File: src/main_pkg.sv
// Bus types, chip-select struct and memory map shared by the main CPU bus logic and its testbench
package main_pkg;

    typedef logic [15:0] cpu_addr_t;
    typedef logic [7:0]  byte_t;
    typedef logic [16:0] rom_addr_t;
    typedef logic [2:0]  bank_t;

    // CPU outputs, strobes active low
    typedef struct packed {
        cpu_addr_t addr;
        byte_t     dout;
        logic      mreq_n;
        logic      iorq_n;
        logic      wr_n;
        logic      rfsh_n;
    } cpu_bus_t;

    // Registered chip selects
    typedef struct packed {
        logic rom;
        logic vram;
        logic vctrl;
        logic vflag;
        logic bank;
        logic pal;
        logic ram;
    } dev_sel_t;

    // Region bases, each region ends below the next base
    localparam cpu_addr_t bank_win_base = 16'h8000; // Banked half of the ROM space
    localparam cpu_addr_t vram_base     = 16'hC000;
    localparam cpu_addr_t ram_base      = 16'hE000;
    localparam cpu_addr_t vctrl_base    = 16'hF000;
    localparam cpu_addr_t vflag_base    = 16'hF400;
    localparam cpu_addr_t bank_base     = 16'hF600;
    localparam cpu_addr_t pal_base      = 16'hF800; // Up to FFFF

    localparam int rom_low_bits = 14;   // Address bits kept below the bank

    // Bank latch write data and status byte layout
    localparam int wr_bank_lsb  = 0;
    localparam int wr_snd_bit   = 4;
    localparam int st_sound_bit = 4;
    localparam int st_bank_lsb  = 0;

    // Memory cycle, refresh excluded
    function automatic logic mem_access(cpu_bus_t bus);
        return !bus.mreq_n && bus.rfsh_n;
    endfunction

endpackage

File: src/main_read_path.sv
// Read data multiplexer and wait generation for the main CPU, used by main_cpu_bus
`timescale 1ns/10ps

module main_read_path (
    input  logic               clk,
    input  logic               rst,
    input  main_pkg::cpu_bus_t cpu_bus,
    input  main_pkg::dev_sel_t sel,
    input  main_pkg::byte_t    rom_data,
    input  logic               rom_ok,
    input  main_pkg::byte_t    ram_dout,
    input  main_pkg::byte_t    vram_dout,
    input  main_pkg::byte_t    pal_dout,
    input  logic [8:0]         hcnt,
    input  logic               sub_owns,
    output main_pkg::byte_t    cpu_din,
    output logic               cpu_wait
);

    main_pkg::cpu_addr_t addr;
    logic                acc;
    logic                video_win;
    logic                video_busy;

    assign addr = cpu_bus.addr;
    assign acc  = main_pkg::mem_access(cpu_bus);

    // Raw bus so the wait is seen in the access cycle
    assign video_win = acc && (
        (addr >= main_pkg::vram_base && addr < main_pkg::ram_base) ||
        (addr >= main_pkg::vctrl_base && addr < main_pkg::vflag_base) ||
        (addr >= main_pkg::vctrl_base && addr < main_pkg::pal_base && !addr[9]));

    // Video chip owns the bus except on every fourth pixel
    assign video_busy = video_win && hcnt[1:0] != 2'b00;

    assign cpu_wait = (sel.rom && !rom_ok) || (sub_owns && sel.ram) || video_busy;

    always_ff @(posedge clk or posedge rst) begin
        if (rst) begin
            cpu_din <= '0;
        end else if (sel.rom) begin
            cpu_din <= rom_data;
        end else if (sel.ram) begin
            cpu_din <= ram_dout;
        end else if (sel.vram || sel.vctrl) begin
            cpu_din <= vram_dout;
        end else if (sel.pal) begin
            cpu_din <= pal_dout;
        end else begin
            cpu_din <= '0;  // Open bus reads as zero
        end
    end

endmodule

File: config.mk
export PLATFORM = sky130hd
export DESIGN_NAME = main_read_path
export DESIGN_NICKNAME = d
export VERILOG_FILES = /design/src/main_pkg.sv /design/src/main_read_path.sv
export SDC_FILE = /design/constraint.sdc
export NUM_CORES = 1
export LEC_CHECK = 0
export ABC_CLOCK_PERIOD_IN_PS = 800
export BUFFER_PORTS_ARGS = -buffer_cell sky130_fd_sc_hd__buf_4
export CORE_MARGIN = 1.5
export CORE_UTILIZATION = 27
export DETAILED_ROUTE_END_ITERATION = 16
export GPL_ROUTABILITY_DRIVEN = 0
export PLACE_DENSITY = 0.78
export SLEW_MARGIN = 10
export SYNTH_ARGS = -nofsm -noshare
export SYNTH_HDL_FRONTEND = slang
export SYNTH_SLANG_ARGS = --single-unit
File: constraint.sdc
create_clock -name clk -period 0.8 [get_ports clk]
set_input_delay 0.08 -clock clk [delete_from_list [all_inputs] [get_ports clk]]
set_output_delay 0.08 -clock clk [all_outputs]
set_load 0.02 [all_outputs]
==> results summary <==
The via count of the first global-routing pass came out at 704. The synthesized netlist net count came out at 138. The number of buffers and inverters on the critical path is 1. By count the netlist is led by a211o_1 (8), dfrtp_1 (8), a21oi_1 (7), o21ai_1 (7), o22ai_1 (7).

The post-detailed-route count of antenna-violating nets came out at 0. The detailed-router iteration count before antenna repair came out at 4. After detailed routing, the number of remaining DRC violations is 0. The final critical path takes up 106.0% of the cycle.

The static leakage is 0.5448 nW. The area share of the leading cell type in the synthesized netlist came out at 36.20%. The maximum level of the CTS H-tree came out at 1. For this run, the register share of the synthesized area comes to 36.20%.

The global-route wire length before repair is 2587 microns. The first routing iteration left 4 violations. The kind of capture point of the worst setup path is an output port. The final reports fail on negative setup slack. In this run the clock root is driven by a clkbuf_4.

The average instance area after synthesis came out at 9.535 sq um. The arrival time at the worst endpoint is 0.77 ns. The initial utilization of the core area, before any placement, comes to 28.48%. The final hold violation count came out at 0. The register clock-pin slew on the reported worst setup and hold paths is 0.05 ns. The TritonCTS clock tree is done. The largest voltage drop on the vdd net came out at 0.001009 V. The worst setup path is launched from a flop. Counting the fill cells in the layout gives 183.

The die outline area came out at 0.002329 sq mm. The delay of the slowest cell on the worst path is 0.38 ns. The largest register by flop count is cpu_din. The synthesized netlist occupies a cell area of 553.0 sq um.

The yosys synthesis warning count came out at 0. The die width came out at 48.26 microns. The post-layout net count came out at 202. Setup repair after global routing could not meet its margin everywhere. The global routing usage summed across all routing layers came out at 16.19%. The overall power is 0.001289 W. In this run, synthesis produced a sequential element count of 8. The final-report max-slew violation count came to 0.

The number of placed I/O pins came out at 89. Detailed routing inserted a total of 709 vias. In the post-route analysis, the smallest setup slack over all paths is -0.04839 ns. The area growth from synthesis to final layout is 96.61%. The slew at the pin closest to its max-slew limit came out at 0.2992 ns.

The dominant delay contributor by cell family on the critical path is flip-flops. The critical path in this run is classified as flop to output port. The clock buffer count from CTS came out at 3. The final critical path time including I/O delays and setup is 0.8484 ns. The async set or reset register ratio after synthesis came out at 100.0%. The post-synthesis cell type with the largest combined area is dfrtp_1. At the worst endpoint, the required time is 0.72 ns. In this run the deepest clock path goes through 2 buffers. The detailed placement HPWL is 1517 microns. Setup violations remaining at the end of the flow were counted as 9. The pin count of the biggest net entering global routing is 10. Yosys mapped the design onto 20 distinct sky130hd cell types. The peak clock frequency supported by timing is 1179 MHz.

The worst hold margin is 0.1059 ns. The worst-case setup slack after placement is -0.1086 ns. The final global-route overflow total came out at 0. The routed via count divided by cell count came out at 4.823.

After the flow finishes, the layout carries non-filler instances totaling 147. The largest registers in the layout are cpu_din: 8 flops. During placement, the flow inserted port buffers numbering 60. Of all nets on the critical path, the largest fanout is 1. The min-delay analysis places its worst path in the category input pin to flop. The post-detailed-routing wire length is 1768 microns. The count of placed standard cells including taps is 143. The initial antenna violation count came out at 0. The placeable core region is 0.001942 sq mm. The slowest stage of the critical path belongs to the cell dfrtp_1. The row count is 16.

The max-capacitance violation count came out at 0. The run finished, with violations left. The gate count after technology mapping is 58. The proportion of layout cells with a drive suffix above 1 is 58.33%. The number of diodes is 0.

By area the synthesized netlist is led by dfrtp_1 (36%), a211o_1 (13%), o22ai_1 (7.9%). The number of enable-type register cells in the synthesized netlist is 0. The relative slew slack came out at 80.03%. The vertical die dimension is 48.26 microns. The number of flip-flops under the largest register name came out at 8. The signal on the critical path passes through buf_6. Counting every sink on the clock net gives 8. Summing all flip-flop and latch instances after layout gives 200.2 sq um. The end-of-flow core utilization is 55.99%. The area taken by multi-input logic gates is 289.0 sq um. In the synthesized netlist the dominant register cell turns out to be dfrtp_1. Power spread over the standard cell area amounts to 1185 mW/mm^2. After detailed routing, the average wire length per cell comes to 12.03 microns.
layout by cell type (no fill, tap or decap), types with 2 or more instances in the layout:
cell and count:
inv_1 4, o21ai_1 8, nand2_1 2, a211o_1 8
o22ai_1 7, dfrtp_1 8, a21oi_1 7, buf_4 53
clkbuf_4 3, buf_6 9
path summary, 6_finish.rpt:
path / startpoint / to / slack [ns] / cells past startpoint
setup / recovery: cpu_din[2] / cpu_din[2] / -0.05 / 1
hold / removal: ram_dout[7] / cpu_din[7] / 0.11 / 3
max in group asynchronous: rst / cpu_din[6] / 0.24 / 3
min in group asynchronous: rst / cpu_din[2] / 0.33 / 3
through the flow:
stage / cell area (sq um) / TNS, ns
3_5_place_dp: 1021 / -0.1886
2_1_floorplan: 559.3 / 0
6_report: 1087 / -0.2453
4_1_cts: 1087 / -0.3182
3_3_place_gp: 1021 / -0.1310
5_1_grt: 1087 / -0.5422
area by class of cell:
| type | count | share of cell area [%] |
|---|---|---|
| well taps | 27 | 3.107 |
| inverters | 5 | 2.992 |
| flip-flops and latches | 8 | 18.41 |
| repair buffers | 63 | 46.84 |
| multi-input cells | 41 | 26.58 |
| clock buffers | 3 | 2.071 |
power breakdown:
| group | total (W) | internal [W] | switching (W) |
|---|---|---|---|
| clock network | 0.000297 | 0.000171 | 0.000126 |
| registers | 0.000461 | 0.000444 | 0.0000176 |
| logic | 0.000530 | 0.000319 | 0.000211 |
| total | 0.00129 | 0.000934 | 0.000355 |
logic make-up after synthesis:
kind of cell	count (synthesis)	share of synthesized area, %
compound gates	34	41.17
buf+inv	9	12.67
flops	8	36.20
simple gates	7	9.956
metal layers:
| layer | up-vias | wire length, microns | track usage, % |
|---|---|---|---|
| li1 | 351 | - | - |
| met1 | 316 | 628 | 17.91 |
| met2 | 42 | 972 | 28.95 |
| met3 | 0 | 167 | 4.444 |
| met4 | 0 | 0 | 6.486 |
| met5 | - | 0 | 0 |
what timing repair did:
action | in CTS | in global routing
pin swaps | 1 | 0
hold buffers | 1 | 0
hold endpoints to repair | 8 | 0
buffers inserted | 0 | 0
setup endpoints to repair | 9 | 9
gates resized for setup | 10 | 0
No activity file was read; power rests on OpenSTA's default activity.
