--- config.mk ---
export PLATFORM = sky130hd
export DESIGN_NAME = main_mem_map
export DESIGN_NICKNAME = d
export VERILOG_FILES = /design/src/main_pkg.sv /design/src/main_mem_map.sv
export SDC_FILE = /design/constraint.sdc
export NUM_CORES = 1
export LEC_CHECK = 0
export BUFFER_PORTS_ARGS = -buffer_cell sky130_fd_sc_hd__buf_2
export CORE_ASPECT_RATIO = 1.2
export CORE_MARGIN = 5
export CORE_UTILIZATION = 23
export CTS_CLUSTER_DIAMETER = 150
export DETAILED_ROUTE_END_ITERATION = 7
export PLACE_DENSITY = 0.59
export SYNTH_ARGS = -nofsm -noshare
export SYNTH_HDL_FRONTEND = slang
export SYNTH_SLANG_ARGS = --single-unit
--- constraint.sdc ---
create_clock -name clk -period 2.1 [get_ports clk]
set_input_delay 0.21 -clock clk [delete_from_list [all_inputs] [get_ports clk]]
set_output_delay 0.21 -clock clk [all_outputs]
set_load 0.02 [all_outputs]
--- src/main_pkg.sv ---
// Bus types, chip-select struct and memory map shared by the main CPU bus logic and its testbench
package main_pkg;

    typedef logic [15:0] cpu_addr_t;
    typedef logic [7:0]  byte_t;
    typedef logic [16:0] rom_addr_t;
    typedef logic [2:0]  bank_t;

    // CPU outputs, strobes active low
    typedef struct packed {
        cpu_addr_t addr;
        byte_t     dout;
        logic      mreq_n;
        logic      iorq_n;
        logic      wr_n;
        logic      rfsh_n;
    } cpu_bus_t;

    // Registered chip selects
    typedef struct packed {
        logic rom;
        logic vram;
        logic vctrl;
        logic vflag;
        logic bank;
        logic pal;
        logic ram;
    } dev_sel_t;

    // Region bases, each region ends below the next base
    localparam cpu_addr_t bank_win_base = 16'h8000; // Banked half of the ROM space
    localparam cpu_addr_t vram_base     = 16'hC000;
    localparam cpu_addr_t ram_base      = 16'hE000;
    localparam cpu_addr_t vctrl_base    = 16'hF000;
    localparam cpu_addr_t vflag_base    = 16'hF400;
    localparam cpu_addr_t bank_base     = 16'hF600;
    localparam cpu_addr_t pal_base      = 16'hF800; // Up to FFFF

    localparam int rom_low_bits = 14;   // Address bits kept below the bank

    // Bank latch write data and status byte layout
    localparam int wr_bank_lsb  = 0;
    localparam int wr_snd_bit   = 4;
    localparam int st_sound_bit = 4;
    localparam int st_bank_lsb  = 0;

    // Memory cycle, refresh excluded
    function automatic logic mem_access(cpu_bus_t bus);
        return !bus.mreq_n && bus.rfsh_n;
    endfunction

endpackage

--- src/main_mem_map.sv ---
// Region decoder and bank latch of the main CPU, instantiated by main_cpu_bus
`timescale 1ns/10ps

module main_mem_map (
    input  logic                clk,
    input  logic                rst,
    input  main_pkg::cpu_bus_t  cpu_bus,
    output main_pkg::dev_sel_t  sel,
    output main_pkg::rom_addr_t rom_addr,
    output logic                snd_rstn,
    output main_pkg::byte_t     st_dout
);

    main_pkg::cpu_addr_t addr;
    main_pkg::bank_t     bank;
    logic                acc;
    logic                wr;
    logic                in_bank_win;

    assign addr = cpu_bus.addr;
    assign acc  = main_pkg::mem_access(cpu_bus);
    assign wr   = !cpu_bus.wr_n;

    // 8000-BFFF takes the bank
    assign in_bank_win = addr >= main_pkg::bank_win_base && addr < main_pkg::vram_base;

    always_ff @(posedge clk or posedge rst) begin
        if (rst) begin
            sel <= '0;
        end else begin
            sel.rom   <= acc && addr < main_pkg::vram_base;
            sel.vram  <= acc && addr >= main_pkg::vram_base && addr < main_pkg::ram_base;
            sel.ram   <= acc && addr >= main_pkg::ram_base && addr < main_pkg::vctrl_base;
            sel.vctrl <= acc && addr >= main_pkg::vctrl_base && addr < main_pkg::vflag_base;
            sel.vflag <= acc && wr &&
                         addr >= main_pkg::vflag_base && addr < main_pkg::bank_base;
            sel.bank  <= acc && wr &&
                         addr >= main_pkg::bank_base && addr < main_pkg::pal_base;
            sel.pal   <= acc && addr >= main_pkg::pal_base;
        end
    end

    // ROM address tracks the bus one cycle late
    always_ff @(posedge clk) begin
        if (in_bank_win) begin
            rom_addr <= {bank, addr[main_pkg::rom_low_bits-1:0]};
        end else begin
            rom_addr <= {2'b00, addr[main_pkg::rom_low_bits:0]}; // Bit 14 picks the fixed page
        end
    end

    // Bank and sound CPU reset, sound held in reset until first write
    always_ff @(posedge clk or posedge rst) begin
        if (rst) begin
            bank     <= '0;
            snd_rstn <= 1'b0;
        end else if (sel.bank && wr) begin
            bank     <= cpu_bus.dout[main_pkg::wr_bank_lsb +: $bits(main_pkg::bank_t)];
            snd_rstn <= cpu_bus.dout[main_pkg::wr_snd_bit];
        end
    end

    // Status byte for debug read-out
    always_comb begin
        st_dout = '0;
        st_dout[main_pkg::st_sound_bit] = ~snd_rstn;
        st_dout[main_pkg::st_bank_lsb +: $bits(main_pkg::bank_t)] = bank;
    end

endmodule

==> metrics, run 1 <==
starting density of the core 23.6%; outcome finished clean; # clock sinks 28; H-tree lvl count 1; grt total ovfl 0; largest net degree at the start of global routing 17; Crit path max-delay family flip-flops; Sw Ratio 21.1%; buffer and inverter count on the worst path 2; Rows 24; Final min period 1.09 ns; post-route cell area 1250 um2; register area 616 um2; Reg power frac 52.0%; Setup CP Type reg -> out; PD cells 855 nW/um2; Comb power frac 8.9%; CTS Hold Bufs 1; post-synth top area share 39.7%; layout cells sized above 1 58.8%; Max-cap violations 0; flops & latches, synth 28; Post-Syn Area per Cell 15.0 um2; Num CTS Buffers 3; multi-input logic area 208 um2; CP max-delay cell dfrtp_1; endpoints failing hold 0; synth unique cells 18; Data arrival, critical path 0.88 ns; Placement Cell Area 1170 um2; Post-Syn Instances 57; Layout Skew 0.00434 ns; RSZ-0062 raised after global routing no; Total GRT Usage 7.75%; YS warnings 0; Clock Latency Late Sink 0.27 ns; die span in y 76.9 um; Synth async-reset ratio 39.3%; post-synth top area cell dfxtp_1; setup TNS 0 ns; fin crit share 52.1%; area grow syn2layout 45.8%; Iter 0 DRT Violations 0; worst-path cell chain inv_1 -> buf_2; Final ANT Viol Nets 0; count leader, synth dfxtp_1; Post-synth EDFFs 0; DR vias 606; synthesized cell area 857 um2; sequential element share of the synthesized area 71.8%; NetSw 226 uW; f_max 914 MHz; CP peak stage delay 0.41 ns; synth cell count leaders 17 x dfxtp_1, 11 x dfrtp_1, 4 x buf_4, 4 x inv_1, 4 x mux2_2; hpwl dp 1610 um; internal power 843 uW; die area 5050 um2; first-pass GRT wire length 2910 um; Clk pin slew, worst setup/hold paths 0.09 ns; Static Leak 0.000670 uW; vias in the first global route 634; CP endpoint kind output port; Peak supply drop 0.000212 V; fillers 368; core area 3630 um2; Top FF cell, synth dfxtp_1; max-slew violation count 0; GP Congestion 0.650; Final setup viols 0; CTS tree built; DRT Pass-1 Iters 1; Root Driver clkbuf_8; final layout net count 145; clock tree buffer depth 2; top cells by area, synth dfxtp_1 40%, dfrtp_1 32%, mux2_2 5.3%, buf_4 3.5%, nor4b_2 3.5%; initial antenna violation count 0; Clk pwr share 39.1%; Total Routed Length 1930 um; Via-to-Cell Ratio 3.65; DR DRC count 0; Setup Fix Bufs, Post-CTS 0; Resized Gates After CTS 0; reg2reg setup slack 1.04 ns; chip width 65.7 um; WL/cell 11.6 um; Startpoint Class flop; IO Port Bufs 53; Worst EP required 1.89 ns; # diodes 0; total power 1070 uW; I/O Pins 63; Max FO, Critical Path 3; Hold Path Class in -> reg
sequential cells by signal (all words and copies together), names as in the netlist:
| signal | cells |
|---|---|
| sel | 7 |
| bank | 3 |
| snd_rstn | 1 |
| rom_addr | 17 |
path summary, 6_finish.rpt:
| check | start | endpoint | cells past startpoint |
|---|---|---|---|
| worst max register to register | sel[2] | bank[0] | 2 |
| worst min register to register | bank[0] | rom_addr[14] | 1 |
| worst max-delay path | snd_rstn | st_dout[4] | 2 |
| worst min-delay path | cpu_bus[16] | rom_addr[4] | 1 |
| max in group asynchronous | rst | sel[1] | 3 |
| min in group asynchronous | rst | sel[3] | 3 |
layer usage:
metal  global-route usage, %  routed length (um)
met3                    1.17                 147
met2                    15.0                1090
met4                    5.81                  78
met1                    6.69                 607
met5                       0                   0
kinds of logic after synthesis:
kind of cell	share of synthesized area, %
DFF	71.8
buffers and inverters	5.26
other	0.438
AOI/OAI and AO/OA	1.46
and+or+nand+nor	15.8
muxes	5.26
cell usage in the layout, fill, tap and decap left out, types with 2 or more instances in the layout:
master / netlist / layout
buf_2: 0 / 53
dfxtp_1: 17 / 17
dfrtp_1: 11 / 11
mux2_2: 4 / 4
inv_1: 4 / 4
conb_1: 1 / 4
clkbuf_8: 0 / 3
nand2b_1: 2 / 2
nor3_1: 2 / 2
nor4b_2: 2 / 2
and3b_1: 2 / 2
through the flow:
stage	setup slack, ns	utilization, %	cells	hold slack (ns)
floorplan	0.967	-	60	0.0624
global placement	1.05	32.2	161	0.228
detailed placement	1.03	32.2	161	0.230
CTS	1.00	34.4	166	0.0312
global route	0.975	34.4	166	0.0203
finish	1.01	34.4	166	0.0346
final cells by class:
| class | instances | area share (%) |
|---|---|---|
| clock buffer | 3 | 3.30 |
| clock inverter | 1 | 2.40 |
| inverter | 4 | 1.20 |
| multi-input combinational | 24 | 16.6 |
| sequential | 28 | 49.2 |
| tap | 52 | 5.21 |
| timing repair buffer | 54 | 22.0 |
power groups by stage:
| stage | Clock (uW) | Sequential (uW) | Combinational [uW] |
|---|---|---|---|
| finish | 418 | 556 | 95.3 |
| global placement | 0 | 567 | 94.1 |
| floorplan | 0 | 593 | 26.8 |
| global route | 445 | 558 | 103 |
| CTS | 426 | 556 | 97.2 |
| detailed placement | 0 | 568 | 95.6 |
No activity file was read; power rests on OpenSTA's default activity.
==> run 2, diff against run 1 <==
ABC_AREA = 1   (was not set)
PLACE_DENSITY = 0.58   (was 0.59)
clock period = 1.1 ns   (was 2.1 ns; I/O delays follow)
==> metrics, run 2 <==
chip width 65.9 um; starting density of the core 23.8%; layout cells sized above 1 40.3%; outcome finished clean; sequential element share of the synthesized area 71.3%; Rows 24; Clk pin slew, worst setup/hold paths 0.09 ns; total power 1950 uW; f_max 1030 MHz; Clock Latency Late Sink 0.27 ns; CP endpoint kind output port; Final min period 0.974 ns; synth cell count leaders 17 x dfxtp_1, 13 x inv_1, 12 x nor2_1; top cells by area, synth dfxtp_1 39%, dfrtp_1 32%, inv_1 5.7%, nor2_1 5.2%, nand2_1 4.8%; final layout net count 185; Static Leak 0.000746 uW; WL/cell 9.93 um; Setup CP Type reg -> out; # clock sinks 28; Max FO, Critical Path 2; YS warnings 0; reg2reg setup slack 0.33 ns; Total Routed Length 2050 um; die span in y 77.1 um; post-synth top area share 39.4%; endpoints failing hold 0; synthesized cell area 863 um2; count leader, synth dfxtp_1; largest net degree at the start of global routing 16; Worst EP required 0.99 ns; post-synth top area cell dfxtp_1; Synth async-reset ratio 39.3%; first-pass GRT wire length 3400 um; Iter 0 DRT Violations 16; internal power 1500 uW; hpwl dp 1600 um; Comb power frac 13.5%; I/O Pins 63; Final setup viols 0; Clk pwr share 31.4%; Startpoint Class flop; Hold Path Class in -> reg; max-slew violation count 0; Largest Register rom_addr; Num CTS Buffers 3; Final ANT Viol Nets 0; # diodes 0; DR vias 722; flops & latches, synth 28; setup TNS 0 ns; CP max-delay cell dfrtp_1; RSZ-0062 raised after global routing no; DRT Pass-1 Iters 4; vias in the first global route 720; fin crit share 88.6%; IO Port Bufs 53; PD cells 1410 nW/um2; Total GRT Usage 8.85%; Peak supply drop 0.000556 V; area grow syn2layout 59.9%; DR DRC count 0; Max-cap violations 0; worst-path cell chain inv_1 -> buf_2; buffer and inverter count on the worst path 2; Crit path max-delay family flip-flops; Layout Skew 0.00244 ns; H-tree lvl count 1; Reg power frac 55.1%; synth unique cells 15; NetSw 457 uW; Post-synth EDFFs 0; Top FF cell, synth dfxtp_1; die area 5080 um2; Sw Ratio 23.4%; grt total ovfl 0; CTS tree built; CP peak stage delay 0.38 ns; Data arrival, critical path 0.86 ns; Regs by FF count rom_addr x17, sel x7, bank x3; initial antenna violation count 0; Resized Gates After CTS 0; most common cell after layout, fill and taps aside buf_2; Post-Syn Instances 83; Post-Syn Area per Cell 10.4 um2; GP Congestion 0.675; clock tree buffer depth 2; Root Driver clkbuf_8; max reg flops 17; Via-to-Cell Ratio 3.50; core area 3630 um2; most frequent cells in the layout 53 x buf_2, 17 x dfxtp_1, 15 x dlygate4sd3_1
run 2: changes by cell type after synthesis, moves of 2 or more:
cell / before / now
nand2_1: 1 / 11
nor4b_2: 2 / 0
and3b_1: 2 / 0
nor2_1: 1 / 12
a21oi_1: 1 / 5
nand2b_1: 2 / 0
mux2_2: 4 / 0
inv_1: 4 / 13
nand2_2: 0 / 2
run 2: cell families after synthesis:
| logic type | count (synthesis) | synth area share (%) |
|---|---|---|
| compound gates | 6 | 3.48 |
| other cells | 1 | 0.434 |
| flops | 28 | 71.3 |
| buf+inv | 18 | 9.57 |
| simple gates | 30 | 15.2 |
run 2: per-layer routing:
| layer | GRT usage, % | share of wire, % | vias up |
|---|---|---|---|
| li1 | - | - | 378 |
| met1 | 10.0 | 37 | 310 |
| met2 | 14.9 | 53 | 30 |
| met3 | 2.49 | 8.9 | 4 |
| met4 | 4.27 | 1.8 | 0 |
| met5 | 0 | 0 | - |
run 2: worst register-to-register path: cells and delay by family, from the launching register on:
| family | cells | cell delay, ns |
|---|---|---|
| flip-flops | 1 | 0.39 |
| AND/OR/NAND/NOR | 2 | 0.20 |
| AO/OA/AOI/OAI | 1 | 0.11 |
run 2: cell type report:
type,instances,area [um2]
fillers,381,2250
flip-flops and latches,28,616
repair buffers,68,415
multi-input cells,40,176
well taps,52,65.1
clock buffers,4,55.1
inverters,14,52.6
run 2: through the flow:
stage               hold WS (ns)  utilization, %  setup slack, ns  instance area (um2)  std cells
finish                    0.0400            38.0            0.126                 1380        206
global route              0.0325            38.0           0.0680                 1380        206
CTS                       0.0365            38.0            0.114                 1380        206
detailed placement         0.123            32.3            0.339                 1170        187
global placement           0.119            32.3            0.363                 1170        187
floorplan                -0.0376               -            0.266                  875         86
run 2: final timing paths:
path | start | endpoint | depth (start not counted)
max | snd_rstn | st_dout[4] | 2
min | cpu_bus[26] | sel[6] | 2
max reg2reg | sel[2] | bank[2] | 3
min reg2reg | bank[1] | rom_addr[15] | 2
max in group asynchronous | rst | bank[1] | 3
min in group asynchronous | rst | bank[0] | 3
run 2: timing repair:
action,CTS,global route
hold endpoints to repair,25,0
setup buffers,0,0
hold buffers,15,0
setup endpoints to repair,0,0
run 2: power by group through the flow:
stage	registers, uW	logic (uW)	clock network (uW)
2_1_floorplan	1160	69.6	0
3_3_place_gp	1100	223	0
3_5_place_dp	1100	225	0
4_1_cts	1080	267	643
5_1_grt	1080	291	703
6_report	1070	264	614
==> run 3, diff against run 2 <==
CELL_PAD_IN_SITES_DETAIL_PLACEMENT = 1   (was not set)
CELL_PAD_IN_SITES_GLOBAL_PLACEMENT = 2   (was not set)
CORE_UTILIZATION = 20   (was 23)
PLACE_DENSITY = 0.82   (was 0.58)
==> metrics, run 3 (same netlist as run 2, synthesis figures left out) <==
Root Driver clkbuf_8; die area 5740 um2; reg2reg setup slack 0.30 ns; f_max 979 MHz; I/O Pins 63; Clock Latency Late Sink 0.27 ns; number of cells on the critical path 2; Critical R2R Launch sel[2]; hpwl dp 1810 um; Clk pin slew, worst setup/hold paths 0.10 ns; final layout net count 185; outcome finished clean; worst-path cell chain inv_1 -> buf_2; endpoints failing hold 0; first-pass GRT wire length 3850 um; Num CTS Buffers 3; buffer and inverter count on the worst path 2; Peak supply drop 0.000528 V; Max FO, Critical Path 2; PD cells 1480 nW/um2; CTS tree built; most frequent cells in the layout 53 x buf_2, 17 x dfxtp_1, 15 x dlygate4sd3_1; fillers 509; # clock sinks 28; Worst R2R Path Depth 3; WL/cell 11.4 um; Total GRT Usage 8.82%; Worst EP required 0.99 ns; # diodes 0; area grow syn2layout 61.7%; GP Congestion 0.730; H-tree lvl count 1; CP endpoint kind output port; grt total ovfl 0; Critical Path Start snd_rstn; CP peak stage delay 0.39 ns; Placement Cell Area 1180 um2; layout cells sized above 1 40.3%; Layout Skew 0.00355 ns; Final setup viols 0; Startpoint Class flop; CP max-delay cell dfrtp_1; IO Port Bufs 53; setup TNS 0 ns; Static Leak 0.000751 uW; Rows 26; post-route cell area 1400 um2; Data arrival, critical path 0.91 ns; initial antenna violation count 0; DR DRC count 0; Setup CP Type reg -> out; RSZ-0062 raised after global routing no; fin crit share 92.9%; Crit path max-delay family flip-flops; chip width 70.0 um; DR vias 765; Largest Register rom_addr; die span in y 82.0 um; Resized Gates After CTS 0; most common cell after layout, fill and taps aside buf_2; starting density of the core 20.4%; Final ANT Viol Nets 0; core area 4230 um2; largest net degree at the start of global routing 17; CTS Hold Bufs 15; Regs by FF count rom_addr x17, sel x7, bank x3; DRT Pass-1 Iters 2; Worst Setup EP st_dout[4]; clock tree buffer depth 2; Iter 0 DRT Violations 16; max reg flops 17; Final min period 1.02 ns; vias in the first global route 830; Max-cap violations 0; Total Routed Length 2400 um; max-slew violation count 0; Reg-to-Reg End bank[1]; Via-to-Cell Ratio 3.64; Hold Path Class in -> reg; Setup Fix Bufs, Post-CTS 0
-- run 3: cell counts in the layout (fill, tap and decap cells not counted) --
No cell type changed its count.
-- run 3: worst min path at each step --
| stage | startpoint | to | slack (ns) | cells past startpoint |
|---|---|---|---|---|
| final | cpu_bus[26] | sel[6] | 0.04 | 2 |
| after global routing | cpu_bus[26] | sel[6] | 0.04 | 2 |
| after CTS | cpu_bus[26] | sel[6] | 0.04 | 2 |
| after detailed placement | rst | snd_rstn | 0.13 | 2 |
| after global placement | rst | snd_rstn | 0.13 | 2 |
| after floorplan | rst | bank[0] | -0.04 | 1 |
-- run 3: per-stage QoR --
stage	utilization (%)	power (uW)	hold WS [ns]	worst slack [ns]	instances
finish	33.0	2070	0.0442	0.0784	210
global route	33.0	2160	0.0436	0.0380	210
CTS	33.0	2100	0.0396	0.0821	210
detailed placement	27.9	1330	0.135	0.301	191
global placement	27.9	1320	0.126	0.342	191
floorplan	-	1230	-0.0376	0.266	86
-- run 3: metal layers --
| metal | global-route usage (%) | part of all wire [%] | vias up |
|---|---|---|---|
| li1 | - | - | 376 |
| met1 | 8.52 | 36 | 353 |
| met2 | 16.5 | 54 | 32 |
| met3 | 2.45 | 7.7 | 4 |
| met4 | 5.75 | 2.3 | 0 |
| met5 | 0 | 0 | - |
-- run 3: worst register-to-register path: cells and delay by family (launching register included) --
kind            cells  cell delay, ns
flops               1            0.40
simple gates        2            0.22
compound gates      1            0.11
-- run 3: cell type report --
class,count,area (um2),area share (%)
Sequential cell,28,616,44.1
Multi-Input combinational cell,40,176,12.6
Clock buffer,4,66.3,4.75
Inverter,14,52.6,3.76
Tap cell,56,70.1,5.02
Timing Repair Buffer,68,415,29.7
-- run 3: power by group --
part	leakage (uW)	switching, uW	internal, uW
registers	0.000276	11.5	1060
clock network	0.0000339	327	396
logic	0.000441	156	111
total	0.000751	495	1570
